File: src/cart_header_probe_settings.svh
`ifndef CART_HEADER_PROBE_SETTINGS_SVH
`define CART_HEADER_PROBE_SETTINGS_SVH

////////////////////
// Loader stream

// Byte address width of the loader
`define CART_ADDR_W 25

////////////////////
// Header word addresses

// Product code, five words with the bytes swapped
`define HDR_ID_FIRST 'h182
`define HDR_ID_LAST 'h18A

// First write past the product code, starts the table lookup
`define HDR_ID_DONE 'h18C

// Region field
`define HDR_REGION_A 'h1F0
`define HDR_REGION_B 'h1F2

// End of the header block
`define HDR_END 'h200

////////////////////
// Defaults

// Sensor delay for titles with no gun entry
`define GUN_DELAY_DEFAULT 44

`endif

File: src/cart_hdr_pkg.sv
package cart_hdr_pkg;

`include "cart_header_probe_settings.svh"

	////////////////////
	// Loader stream

	typedef logic [`CART_ADDR_W-1:0] cart_addr_t; // Byte address
	typedef logic [15:0] cart_word_t;
	typedef logic [7:0] ldr_index_t; // All ones marks a cheat download

	////////////////////
	// Header contents

	// Eight ASCII characters, first character in the top byte
	typedef logic [63:0] cart_id_t;

	// Bit positions within quirk_vec_t
	typedef enum logic [3:0] {
		qk_sram   = 4'd0,
		qk_sram00 = 4'd1,
		qk_eeprom = 4'd2,
		qk_noram  = 4'd3,
		qk_fifo   = 4'd4,
		qk_pier   = 4'd5,
		qk_svp    = 4'd6,
		qk_fmbusy = 4'd7,
		qk_schan  = 4'd8
	} quirk_idx_e;

	typedef logic [8:0] quirk_vec_t;

	// Light gun sensor delay in pixel clocks
	typedef logic [7:0] gun_delay_t;

endpackage

File: src/region_pkg.sv
package region_pkg;

	// Value doubles as the bit index into hdr_marks_t
	typedef enum logic [1:0] {
		region_japan  = 2'd0,
		region_usa    = 2'd1,
		region_europe = 2'd2
	} region_e;

	typedef enum logic [1:0] {
		prio_us_eu_jp = 2'd0,
		prio_eu_us_jp = 2'd1,
		prio_us_jp_eu = 2'd2,
		prio_jp_us_eu = 2'd3
	} region_prio_e;

	typedef enum logic [1:0] {
		mode_from_header   = 2'd0,
		mode_from_file_ext = 2'd1,
		mode_disabled      = 2'd2
	} region_mode_e;

	// Seen regions, {europe, usa, japan}
	typedef logic [2:0] hdr_marks_t;

	typedef enum logic {
		rr_idle,
		rr_hold
	} resolver_state_e;

endpackage

File: src/download_tracker.sv
`timescale 1ns/100ps

module download_tracker (
	input  logic                    clk_sys,
	input  logic                    RESET,
	input  logic                    ldr_download,
	input  logic                    ldr_wr,
	input  cart_hdr_pkg::cart_addr_t ldr_addr,
	input  cart_hdr_pkg::cart_word_t ldr_data,
	input  cart_hdr_pkg::ldr_index_t ldr_index,
	output logic                    hdr_wr,
	output cart_hdr_pkg::cart_addr_t hdr_addr,
	output cart_hdr_pkg::cart_word_t hdr_data,
	output logic                    dl_start,
	output logic                    dl_end,
	output cart_hdr_pkg::ldr_index_t file_index,
	output cart_hdr_pkg::cart_addr_t rom_size
);
	import cart_hdr_pkg::*;

	logic cart_download; // Download level without cheat files
	logic cart_download_q;
	logic dl_rise;
	logic dl_fall;

	assign cart_download = ldr_download && !(&ldr_index);
	assign dl_rise = cart_download && !cart_download_q;
	assign dl_fall = !cart_download && cart_download_q;

	always_ff @(posedge clk_sys) begin
		if (RESET) begin
			cart_download_q <= 1'b0;
			hdr_wr <= 1'b0;
			dl_start <= 1'b0;
			dl_end <= 1'b0;
		end else begin
			cart_download_q <= cart_download;
			hdr_wr <= cart_download && ldr_wr;
			dl_start <= dl_rise;
			dl_end <= dl_fall;
		end
	end

	always_ff @(posedge clk_sys) begin
		if (cart_download && ldr_wr) begin
			hdr_addr <= ldr_addr;
			hdr_data <= ldr_data;
		end
		if (dl_rise) file_index <= ldr_index;
		if (dl_fall) rom_size <= hdr_addr; // Address of the last cartridge write
	end

	a_edges_apart: assert property (@(posedge clk_sys) disable iff (RESET)
		!(dl_start && dl_end));

endmodule

File: src/header_scanner.sv
`timescale 1ns/100ps
`include "cart_header_probe_settings.svh"

module header_scanner (
	input  logic                    clk_sys,
	input  logic                    RESET,
	input  logic                    hdr_wr,
	input  cart_hdr_pkg::cart_addr_t hdr_addr,
	input  cart_hdr_pkg::cart_word_t hdr_data,
	input  logic                    dl_start,
	input  logic                    dl_end,
	output cart_hdr_pkg::cart_id_t   cart_id,
	output logic                    id_strobe,
	output region_pkg::hdr_marks_t   hdr_marks,
	output logic                    hdr_ready
);
	import cart_hdr_pkg::*;
	import region_pkg::*;

	localparam cart_addr_t addr_id_0 = cart_addr_t'(`HDR_ID_FIRST);
	localparam cart_addr_t addr_id_1 = addr_id_0 + cart_addr_t'(2);
	localparam cart_addr_t addr_id_2 = addr_id_0 + cart_addr_t'(4);
	localparam cart_addr_t addr_id_3 = addr_id_0 + cart_addr_t'(6);
	localparam cart_addr_t addr_id_4 = cart_addr_t'(`HDR_ID_LAST);
	localparam cart_addr_t addr_id_done = cart_addr_t'(`HDR_ID_DONE);
	localparam cart_addr_t addr_region_a = cart_addr_t'(`HDR_REGION_A);
	localparam cart_addr_t addr_region_b = cart_addr_t'(`HDR_REGION_B);
	localparam cart_addr_t addr_end = cart_addr_t'(`HDR_END);

	logic [7:0] lo_byte;
	logic [7:0] hi_byte;
	logic [3:0] hrgn; // Hex digit A..F as its value 10..15
	hdr_marks_t marks_next;

	assign lo_byte = hdr_data[7:0];
	assign hi_byte = hdr_data[15:8];
	assign hrgn = lo_byte[3:0] - 4'd7;

	// Single region letter to its mark
	function automatic hdr_marks_t letter_mark(input logic [7:0] c);
		hdr_marks_t m;
		m = '0;
		case (c)
			"J": m[region_japan] = 1'b1;
			"U": m[region_usa] = 1'b1;
			"E": m[region_europe] = 1'b1;
			default: m = '0;
		endcase
		return m;
	endfunction

	////////////////////
	// Region marks

	always_comb begin
		marks_next = dl_start ? '0 : hdr_marks;
		if (hdr_wr && hdr_addr == addr_region_a) begin
			if (letter_mark(lo_byte) != '0)
				marks_next = marks_next | letter_mark(lo_byte);
			else if (lo_byte >= "0" && lo_byte <= "9")
				marks_next = {lo_byte[3], lo_byte[2], lo_byte[0]}; // Coded form
			else if (lo_byte >= "A" && lo_byte <= "F")
				marks_next = {hrgn[3], hrgn[2], hrgn[0]};
			marks_next = marks_next | letter_mark(hi_byte); // High byte adds on top
		end
		if (hdr_wr && hdr_addr == addr_region_b)
			marks_next = marks_next | letter_mark(lo_byte);
	end

	always_ff @(posedge clk_sys) begin
		if (RESET) begin
			hdr_marks <= '0;
			id_strobe <= 1'b0;
			hdr_ready <= 1'b0;
		end else begin
			hdr_marks <= marks_next;
			id_strobe <= hdr_wr && hdr_addr == addr_id_done;
			if (dl_end)
				hdr_ready <= 1'b0;
			else if (hdr_wr && hdr_addr == addr_end)
				hdr_ready <= 1'b1;
		end
	end

	////////////////////
	// Product code

	always_ff @(posedge clk_sys) begin
		if (hdr_wr) begin
			case (hdr_addr)
				addr_id_0: cart_id[63:56] <= hi_byte;
				addr_id_1: cart_id[55:40] <= {lo_byte, hi_byte};
				addr_id_2: cart_id[39:24] <= {lo_byte, hi_byte};
				addr_id_3: cart_id[23:8] <= {lo_byte, hi_byte};
				addr_id_4: cart_id[7:0] <= lo_byte;
				default: ;
			endcase
		end
	end

	a_id_before_end: assert property (@(posedge clk_sys) disable iff (RESET)
		!(id_strobe && hdr_ready));

endmodule

File: src/quirk_lookup.sv
`timescale 1ns/100ps
`include "cart_header_probe_settings.svh"

module quirk_lookup (
	input  logic                      clk_sys,
	input  logic                      RESET,
	input  logic                      dl_start,
	input  cart_hdr_pkg::cart_id_t     cart_id,
	input  logic                      id_strobe,
	output cart_hdr_pkg::quirk_vec_t   quirks,
	output logic                      gun_type,
	output cart_hdr_pkg::gun_delay_t   gun_delay
);
	import cart_hdr_pkg::*;

	typedef struct packed {
		cart_id_t   id;
		quirk_idx_e idx;
	} quirk_entry_t;

	typedef struct packed {
		cart_id_t   id;
		logic       kind;
		gun_delay_t delay;
	} gun_entry_t;

	localparam int quirk_count = 25;
	localparam int gun_count = 5;
	localparam logic [7:0] wild_char = "?";
	localparam gun_delay_t delay_default = gun_delay_t'(`GUN_DELAY_DEFAULT);

	// First match wins
	localparam quirk_entry_t quirk_table [quirk_count] = '{
		'{"T-081276", qk_sram}, '{"T-81406 ", qk_sram}, '{"T-081586", qk_sram},
		'{"T-81576 ", qk_sram}, '{"T-81476 ", qk_sram},
		'{"MK-1215 ", qk_eeprom}, '{"G-4060  ", qk_eeprom}, '{"00001211", qk_eeprom},
		'{"MK-1228 ", qk_eeprom}, '{"G-5538  ", qk_eeprom}, '{"00004076", qk_eeprom},
		'{"T-12046 ", qk_eeprom}, '{"T-12053 ", qk_eeprom}, '{"G-4524  ", qk_eeprom},
		'{"T-113016", qk_noram}, // Fake RAM check
		'{"T-89016 ", qk_fifo},
		'{"T-574023", qk_pier}, '{"T-574013", qk_pier},
		'{"MK-1229 ", qk_svp}, '{"G-7001  ", qk_svp},
		'{"T-35036 ", qk_fmbusy}, '{"T-25073 ", qk_fmbusy}, '{"MK-1137-", qk_fmbusy},
		'{"T-68???-", qk_schan}, // Whole series under one code
		'{" GM 0000", qk_sram00}
	};

	localparam gun_entry_t gun_table [gun_count] = '{
		'{"MK-1533 ", 1'b0, 8'd100},
		'{"T-95096-", 1'b1, 8'd52},
		'{"T-95136-", 1'b1, 8'd30},
		'{"MK-1658 ", 1'b0, 8'd120},
		'{"T-081156", 1'b0, 8'd126}
	};

	quirk_vec_t quirk_hit;
	logic       quirk_found;
	logic       gun_hit_type;
	gun_delay_t gun_hit_delay;
	logic       gun_found;

	// Compare by character, ? in the pattern matches anything
	function automatic logic id_match(input cart_id_t id, input cart_id_t pattern);
		logic hit;
		hit = 1'b1;
		for (int b = 0; b < 8; b++) begin
			if (pattern[b*8 +: 8] != wild_char && pattern[b*8 +: 8] != id[b*8 +: 8])
				hit = 1'b0;
		end
		return hit;
	endfunction

	always_comb begin
		quirk_hit = '0;
		quirk_found = 1'b0;
		gun_hit_type = 1'b0;
		gun_hit_delay = delay_default;
		gun_found = 1'b0;
		for (int i = 0; i < quirk_count; i++) begin
			if (!quirk_found && id_match(cart_id, quirk_table[i].id)) begin
				quirk_found = 1'b1;
				quirk_hit[quirk_table[i].idx] = 1'b1;
			end
		end
		for (int i = 0; i < gun_count; i++) begin
			if (!gun_found && cart_id == gun_table[i].id) begin
				gun_found = 1'b1;
				gun_hit_type = gun_table[i].kind;
				gun_hit_delay = gun_table[i].delay;
			end
		end
	end

	always_ff @(posedge clk_sys) begin
		if (RESET) begin
			quirks <= '0;
			gun_type <= 1'b0;
			gun_delay <= delay_default;
		end else begin
			if (dl_start) quirks <= '0; // New cartridge
			if (id_strobe) begin
				quirks <= quirk_hit;
				gun_type <= gun_hit_type;
				gun_delay <= gun_hit_delay;
			end
		end
	end

	a_one_quirk: assert property (@(posedge clk_sys) disable iff (RESET) $onehot0(quirks));

endmodule

File: src/region_resolver.sv
`timescale 1ns/100ps

module region_resolver (
	input  logic                      clk_sys,
	input  logic                      RESET,
	input  logic                      hdr_ready,
	input  region_pkg::hdr_marks_t     hdr_marks,
	input  cart_hdr_pkg::ldr_index_t   file_index,
	input  region_pkg::region_mode_e   region_mode,
	input  region_pkg::region_prio_e   region_prio,
	output logic                      region_set,
	output region_pkg::region_e        region_req
);
	import region_pkg::*;

	resolver_state_e state;
	logic            ready_q;
	logic            take; // Header just completed and a request is wanted

	assign take = state == rr_idle && hdr_ready && !ready_q && region_mode != mode_disabled;

	// First marked region in the given order, else the order's leader
	function automatic region_e pick_region(input hdr_marks_t marks, input region_prio_e prio);
		region_e order [3];
		region_e pick;
		case (prio)
			prio_eu_us_jp: order = '{region_europe, region_usa, region_japan};
			prio_us_jp_eu: order = '{region_usa, region_japan, region_europe};
			prio_jp_us_eu: order = '{region_japan, region_usa, region_europe};
			default: order = '{region_usa, region_europe, region_japan};
		endcase
		pick = order[0];
		for (int i = 2; i >= 0; i--) begin
			if (marks[order[i]]) pick = order[i]; // Region value is its mark bit
		end
		return pick;
	endfunction

	////////////////////
	// Resolver FSM

	always_ff @(posedge clk_sys) begin
		if (RESET) begin
			state <= rr_idle;
			ready_q <= 1'b0;
			region_set <= 1'b0;
		end else begin
			ready_q <= hdr_ready;
			case (state)
				rr_idle: begin
					if (take) begin
						state <= rr_hold;
						if (region_mode == mode_from_file_ext)
							region_set <= |file_index; // Index 0 means no extension hint
						else
							region_set <= 1'b1;
					end
				end
				rr_hold: begin
					if (!hdr_ready) begin // Download over
						state <= rr_idle;
						region_set <= 1'b0;
					end
				end
				default: state <= rr_idle;
			endcase
		end
	end

	always_ff @(posedge clk_sys) begin
		if (take) begin
			if (region_mode == mode_from_file_ext)
				region_req <= region_e'(file_index[7:6]);
			else
				region_req <= pick_region(hdr_marks, region_prio);
		end
	end

	a_no_set_disabled: assert property (@(posedge clk_sys) disable iff (RESET)
		region_set |-> region_mode != mode_disabled);

endmodule

File: src/cart_header_probe.sv
`timescale 1ns/100ps

module cart_header_probe (
	input  logic                      clk_sys,
	input  logic                      RESET,
	input  logic                      ldr_download,
	input  logic                      ldr_wr,
	input  cart_hdr_pkg::cart_addr_t   ldr_addr,
	input  cart_hdr_pkg::cart_word_t   ldr_data,
	input  cart_hdr_pkg::ldr_index_t   ldr_index,
	input  region_pkg::region_mode_e   region_mode,
	input  region_pkg::region_prio_e   region_prio,
	output cart_hdr_pkg::cart_addr_t   rom_size,
	output cart_hdr_pkg::quirk_vec_t   quirks,
	output logic                      gun_type,
	output cart_hdr_pkg::gun_delay_t   gun_delay,
	output logic                      region_set,
	output region_pkg::region_e        region_req
);
	import cart_hdr_pkg::*;
	import region_pkg::*;

	// Tracker to scanner
	logic       hdr_wr;
	cart_addr_t hdr_addr;
	cart_word_t hdr_data;
	logic       dl_start;
	logic       dl_end;
	ldr_index_t file_index;

	// Scanner to lookup and resolver
	cart_id_t   cart_id;
	logic       id_strobe;
	hdr_marks_t hdr_marks;
	logic       hdr_ready;

	download_tracker u_download_tracker (.clk_sys(clk_sys), .RESET(RESET),
		.ldr_download(ldr_download), .ldr_wr(ldr_wr), .ldr_addr(ldr_addr),
		.ldr_data(ldr_data), .ldr_index(ldr_index), .hdr_wr(hdr_wr), .hdr_addr(hdr_addr),
		.hdr_data(hdr_data), .dl_start(dl_start), .dl_end(dl_end),
		.file_index(file_index), .rom_size(rom_size));

	header_scanner u_header_scanner (.clk_sys(clk_sys), .RESET(RESET), .hdr_wr(hdr_wr),
		.hdr_addr(hdr_addr), .hdr_data(hdr_data), .dl_start(dl_start), .dl_end(dl_end),
		.cart_id(cart_id), .id_strobe(id_strobe), .hdr_marks(hdr_marks),
		.hdr_ready(hdr_ready));

	quirk_lookup u_quirk_lookup (.clk_sys(clk_sys), .RESET(RESET), .dl_start(dl_start),
		.cart_id(cart_id), .id_strobe(id_strobe), .quirks(quirks), .gun_type(gun_type),
		.gun_delay(gun_delay));

	region_resolver u_region_resolver (.clk_sys(clk_sys), .RESET(RESET),
		.hdr_ready(hdr_ready), .hdr_marks(hdr_marks), .file_index(file_index),
		.region_mode(region_mode), .region_prio(region_prio), .region_set(region_set),
		.region_req(region_req));

endmodule

File: config.mk
export PLATFORM = sky130hd
export DESIGN_NAME = cart_header_probe
export DESIGN_NICKNAME = d
export VERILOG_FILES = /design/src/cart_hdr_pkg.sv /design/src/region_pkg.sv /design/src/download_tracker.sv /design/src/header_scanner.sv /design/src/quirk_lookup.sv /design/src/region_resolver.sv /design/src/cart_header_probe.sv
export VERILOG_INCLUDE_DIRS = /design/src /design/src/src
export SDC_FILE = /design/constraint.sdc
export NUM_CORES = 1
export LEC_CHECK = 0
export BUFFER_PORTS_ARGS = -buffer_cell sky130_fd_sc_hd__buf_2
export CAP_MARGIN = 20
export CORE_ASPECT_RATIO = 0.7
export CORE_MARGIN = 2
export CORE_UTILIZATION = 59
export CTS_BUF_LIST = sky130_fd_sc_hd__clkbuf_8
export CTS_CLUSTER_DIAMETER = 50
export DETAILED_ROUTE_END_ITERATION = 6
export MAX_ROUTING_LAYER = met4
export PLACE_DENSITY = 0.82
export SYNTH_ARGS = -nofsm -noshare
export SYNTH_HDL_FRONTEND = slang
export SYNTH_SLANG_ARGS = --single-unit
File: constraint.sdc
create_clock -name clk_sys -period 2.6 [get_ports clk_sys]
set_input_delay 0 -clock clk_sys [delete_from_list [all_inputs] [get_ports clk_sys]]
set_output_delay 0 -clock clk_sys [all_outputs]
set_load 0.01 [all_outputs]
== Word level (Yosys, flattened, before mapping) ==
Index checks and enable logic that the tools add are counted.

* Register bits: 170
* Bits of input ports: 57

* $add $sub $neg: 1
* $lt $le $gt $ge: 7
* Eq/ne operators: 86
* Multiplexer cells: 274
* Bitwise logic cells: 4
* Reductions and logical operators: 84

{| class="wikitable"
|+ Operators by type and width
! kind !! number
|-
| 6-bit by 8-bit != test with 1-bit output, first input constant || 53
|-
| 64-bit by 63-bit == test with 1-bit output, second input constant || 5
|-
| 1-bit two-way mux || 248
|-
| 25-bit by 9-bit == test with 1-bit output, second input constant || 8
|-
| 8-bit by 7-bit == test with 1-bit output, second input constant || 6
|-
| 7-bit by 8-bit != test with 1-bit output, first input constant || 6
|-
| 1-bit logical AND || 41
|-
| 7-bit two-way mux || 5
|-
| 1-bit zero test || 32
|-
| 25-bit by 10-bit == test with 1-bit output, second input constant || 1
|-
| 3-bit two-way mux || 7
|-
| 9-bit two-way mux || 2
|-
| 6-bit case mux with 3 select lines || 1
|-
| 6-bit two-way mux || 2
|-
| 2-bit AND reduction || 6
|-
| 2-bit by 3-bit < comparator with 1-bit output, second input constant || 3
|-
| 3-bit OR || 3
|-
| 8-bit by 6-bit >= comparator with 1-bit output, second input constant || 1
|-
| 8-bit by 7-bit >= comparator with 1-bit output, second input constant || 1
|-
| 8-bit by 6-bit <= comparator with 1-bit output, second input constant || 1
|-
| 8-bit by 7-bit <= comparator with 1-bit output, second input constant || 1
|-
| 2-bit two-way mux || 4
|-
| 8-bit AND reduction || 1
|-
| 8-bit OR reduction || 1
|-
| 11 further kinds || 17
|}

== Logic depth before layout (Yosys ltp) ==
* Depth in word-level cells: 83
* Mapped depth: 7
* Mapped depth without buffers: 6

== By module ==
Synthesis repeated with hierarchy kept, for this count alone.

* Cells, all modules: 538
* Area total of the unflattened synthesis: 7236.9 um^2

{| class="wikitable"
|+ Modules (own cells, without submodules)
! module !! instances !! cells an instance !! area each (um^2)
|-
| header_scanner || 1 || 158 || 2626.3
|-
| download_tracker || 1 || 88 || 2376.0
|-
| quirk_lookup || 1 || 259 || 1944.4
|-
| region_resolver || 1 || 33 || 290.3
|}

== Worst setup path before layout ==
No wires, ideal clock.

* Kind: input to register
* Start point: in ldr_index[7]
* End point: reg u_download_tracker.hdr_addr[0], enable pin
* Data arrival time: 1.969 ns
* Required time: 2.160 ns
* Slack: 0.191 ns
* Cell stages on the path: 3
* Buffers on the path: 0
* Cell sequence: nand4_1 o21ai_1 nor2_1

* Cells in the longest elaborated chain, start to end: 4

{| class="wikitable"
|+ Ends and longest elaborated chain
! element !! line !! text
|-
| start, declared || cart_header_probe.sv:10 || <nowiki>input cart_hdr_pkg::ldr_index_t ldr_index,</nowiki>
|-
| 8-bit AND reduction || download_tracker.sv:26 || <nowiki>assign cart_download = ldr_download && !(&ldr_index);</nowiki>
|-
| 1-bit zero test || download_tracker.sv:26 ||
|-
| 1-bit logical AND || download_tracker.sv:26 ||
|-
| 1-bit logical AND || download_tracker.sv:45 || <nowiki>if (cart_download && ldr_wr) begin</nowiki>
|-
| end signal, assigned || download_tracker.sv:46 || <nowiki>hdr_addr <= ldr_addr;</nowiki>
|-
| end, declared || download_tracker.sv:12 || <nowiki>output cart_hdr_pkg::cart_addr_t hdr_addr,</nowiki>
|}

Every way passes these cells.
A chain may end at the register's enable or synchronous reset.

== Worst setup path in the final report ==
* Start point: reg u_download_tracker.hdr_data[4]
* End point: reg u_header_scanner.hdr_marks[2]

* Cells in the longest elaborated chain, start to end: 11

{| class="wikitable"
|+ Ends and longest elaborated chain
! element !! line !! text
|-
| start, declared || download_tracker.sv:13 || <nowiki>output cart_hdr_pkg::cart_word_t hdr_data,</nowiki>
|-
| start signal, assigned || download_tracker.sv:47 || <nowiki>hdr_data <= ldr_data;</nowiki>
|-
| parallel branches: the longest is 10 deep, another holds 8-bit by 7-bit >= comparator with 1-bit output || -- ||
|-
| 3-bit two-way mux (*) || header_scanner.sv:66 || <nowiki>if (hdr_wr && hdr_addr == addr_region_b)</nowiki>
|-
| end signal, assigned || header_scanner.sv:76 || <nowiki>hdr_marks <= marks_next;</nowiki>
|-
| end, declared || header_scanner.sv:14 || <nowiki>output region_pkg::hdr_marks_t hdr_marks,</nowiki>
|}

Mark *: on every way between the ends. The select of a mux whose other input is x is not followed.

==> reports/results.ini <==
[run_status]
outcome = finished clean

[finish]
drive_gt1_share_pct = 23.55
area.growth.synth_to_final_pct = 22.66
antennaDiodeCount = 0
fin_cells = 896
nets = 783

[die]
core_area_sq_mm = 0.01181
fp.dieH_microns = 96.39
start_util_pct = 60.92
fp.dieArea_sq_mm = 0.01311
rows = 33
pin_count = 103
die_w_microns = 136.0

[timing]
relSlewSlack_pct = 53.65
setup_viol = 0
slew_violations = 0
clock_skew_ps = 13.81
rsz0062_at_grt = no
final.period_utilization_pct = 98.59
tightest_slew_ps = 692.6
max_freq_mhz = 390.1
hold_violations = 0
tns_ps = 0
period_needed_ps = 2563

[synthesis]
async_reset_ff_share_pct = 0
synthFlopType = edfxtp_1
yosys.area.top_type = edfxtp_1
synth_top_cell_area_share_pct = 58.43
syn_area_sq_mm = 0.007194
seq_area_frac_synth_pct = 66.23
synth_area_leaders = edfxtp_1, dfxtp_1, nand4_1
yosys.cell_types.count = 71
yosysMostFrequentCell = edfxtp_1
synthTopCellsByCount = edfxtp_1, nor2_1, nand2_1, dfxtp_1, nand4_1
yosysWarnings = 0
ys_ff_latch = 168
synth.avg_cell_area_sq_um = 13.03
synth_edf_count = 140
syn-instance-count = 552

[hold_path]
hp-class = input pin to flop
holdPathStages = 6

[clock_tree]
clockBufferDepth = 2
cts.sink_count = 168
cts_tree = yes
clk_pin_slew_ps = 90
root_buffer = clkbuf_8
cts-htree-levels = 4
worstSkewPairLatency_ps = 460
cts_made_buffers = 17

[setup_path]
critPathKind = flop to flop
crit_fanout = 9
worst_setup_path_start_kind = flop
crit_required_ps = 2980
reg2reg_slack_ps = 40
cp-end-kind = flop
r2r_cells = 6
critPathArrivalTime_ps = 2940

[global_routing]
gr-total-overflow = 0
gr-usage-all-layers_pct = 36.97
antenna_found_initial = 0
grt_pass1_wl_mm = 33.70
grt_pass1_vias = 5723
grt_max_degree = 42

[pwr]
p_int_mw = 3.756
p_clk_share_pct = 34.0
power.density_mw_per_mm2 = 563.0
p_leak_nw = 2.984
combinationalPowerShare_pct = 4.3
vdd_drop_max_uv = 433.4
p_sw_share_pct = 24.40
pwr-share-seq_pct = 61.8
switchingPower_mw = 1.212

[route]
via_count = 5968
avgViaCountPerCell = 6.661
wire_per_inst_microns = 25.06
wl_mm = 22.46
first_pass_iters = 6
drc = 0
drt_iter0_drc = 753
detail-route-antenna-nets = 0

[flow_run]
cap_violations = 0

[place]
io_buffer_count = 100
hpwl_mm = 13.87
place_congestion = 0.9659
placedCellCount = 809

placed cells by master, fill, tap and decap left out, types with 6 or more instances in the layout:
cell type / instances
a21oi_1: 14
a31oi_1: 10
and2_1: 7
and3_1: 6
and4bb_2: 8
buf_2: 100
buf_4: 13
clkbuf_8: 17
dfxtp_1: 28
dlygate4sd3_1: 55
edfxtp_1: 140
inv_1: 17
nand2_1: 37
nand2b_1: 10
nand3_1: 23
nand4_1: 27
nor2_1: 41
nor2b_1: 15
nor3_1: 23
nor4_1: 23
nor4b_1: 11
o21ai_0: 20
logic make-up after synthesis:
family,after synthesis,synth area share (%)
AOI/OAI and AO/OA,72,6.574
buffers and inverters,28,1.652
and+or+nand+nor,283,25.50
other,1,0.05212
DFF,168,66.23
flip-flops by register name, indices dropped and copies added (netlist names), 2 cells and up:
| register | cells |
|---|---|
| u_download_tracker.file_index | 8 |
| u_download_tracker.hdr_addr | 25 |
| u_download_tracker.hdr_data | 16 |
| u_download_tracker.rom_size | 25 |
| u_header_scanner.cart_id | 64 |
| u_header_scanner.hdr_marks | 3 |
| u_quirk_lookup.gun_delay | 6 |
| u_quirk_lookup.quirks | 9 |
| u_region_resolver.region_req | 2 |
per-stage QoR:
| stage | area [sq um] | hold slack [ps] | util (%) | setup slack (ps) | total power [mW] |
|---|---|---|---|---|---|
| 5_1_grt | 8825 | 116.0 | 74.73 | 70.75 | 5.065 |
| 3_5_place_dp | 7934 | 178.1 | 67.19 | 201.2 | 3.247 |
| 2_1_floorplan | 7198 | 98.87 | - | 191.5 | 3.147 |
| 6_report | 8825 | 92.46 | 74.73 | 36.76 | 4.968 |
| 4_1_cts | 8822 | 89.90 | 74.71 | 191.9 | 4.887 |
| 3_3_place_gp | 7934 | 176.7 | 67.19 | 387.9 | 3.235 |
worst max-delay path, stage by stage, from the launching register on:
cell      delay, ps
edfxtp_1        630
nor4b_4         630
a22oi_1         310
o22a_1          320
a21boi_0        250
o21ai_0         140
a21oi_1         210
per-layer routing:
metal / share of wire (%) / vias up / GRT usage, %
li1: - / 2515 / -
met1: 40 / 2857 / 49.98
met2: 45 / 494 / 55.01
met3: 11 / 102 / 8.242
met4: 4.2 / 0 / 15.54
met5: 0 / - / -
power groups by stage:
stage / registers (mW) / clock network, mW / logic, mW
6_report: 3.07 / 1.69 / 0.212
5_1_grt: 3.07 / 1.77 / 0.225
4_1_cts: 3.06 / 1.64 / 0.193
3_5_place_dp: 3.12 / 0 / 0.129
3_3_place_gp: 3.11 / 0 / 0.123
2_1_floorplan: 3.09 / 0 / 0.0614
timing repair:
| action | in CTS | in global routing |
|---|---|---|
| gates resized for setup | 0 | 1 |
| endpoints found under the hold margin | 56 | 0 |
| setup buffers | 0 | 0 |
| setup endpoints to repair | 0 | 8 |
| hold buffers | 55 | 0 |
layout make-up:
| cell class | instances | area [sq um] |
|---|---|---|
| clock buffers | 17 | 234.0 |
| clock inverters | 15 | 103.9 |
| fillers | 739 | 2984 |
| flip-flops and latches | 168 | 4765 |
| multi-input cells | 357 | 2325 |
| inverters | 14 | 52.55 |
| repair buffers | 168 | 1149 |
| well taps | 157 | 196.4 |
worst paths after layout:
check                                                                  to                                      from
worst max-delay path             u_header_scanner.hdr_marks[2]$_SDFF_PP0_  u_download_tracker.hdr_data[4]$_DFFE_PP_
worst max register to register   u_header_scanner.hdr_marks[2]$_SDFF_PP0_  u_download_tracker.hdr_data[4]$_DFFE_PP_
worst min-delay path            u_region_resolver.region_set$_SDFFE_PP0P_                            region_mode[0]
worst min register to register    u_header_scanner.hdr_ready$_SDFFE_PP0P_      u_download_tracker.dl_end$_SDFF_PP0_
(Power assumes the default switching activity.)
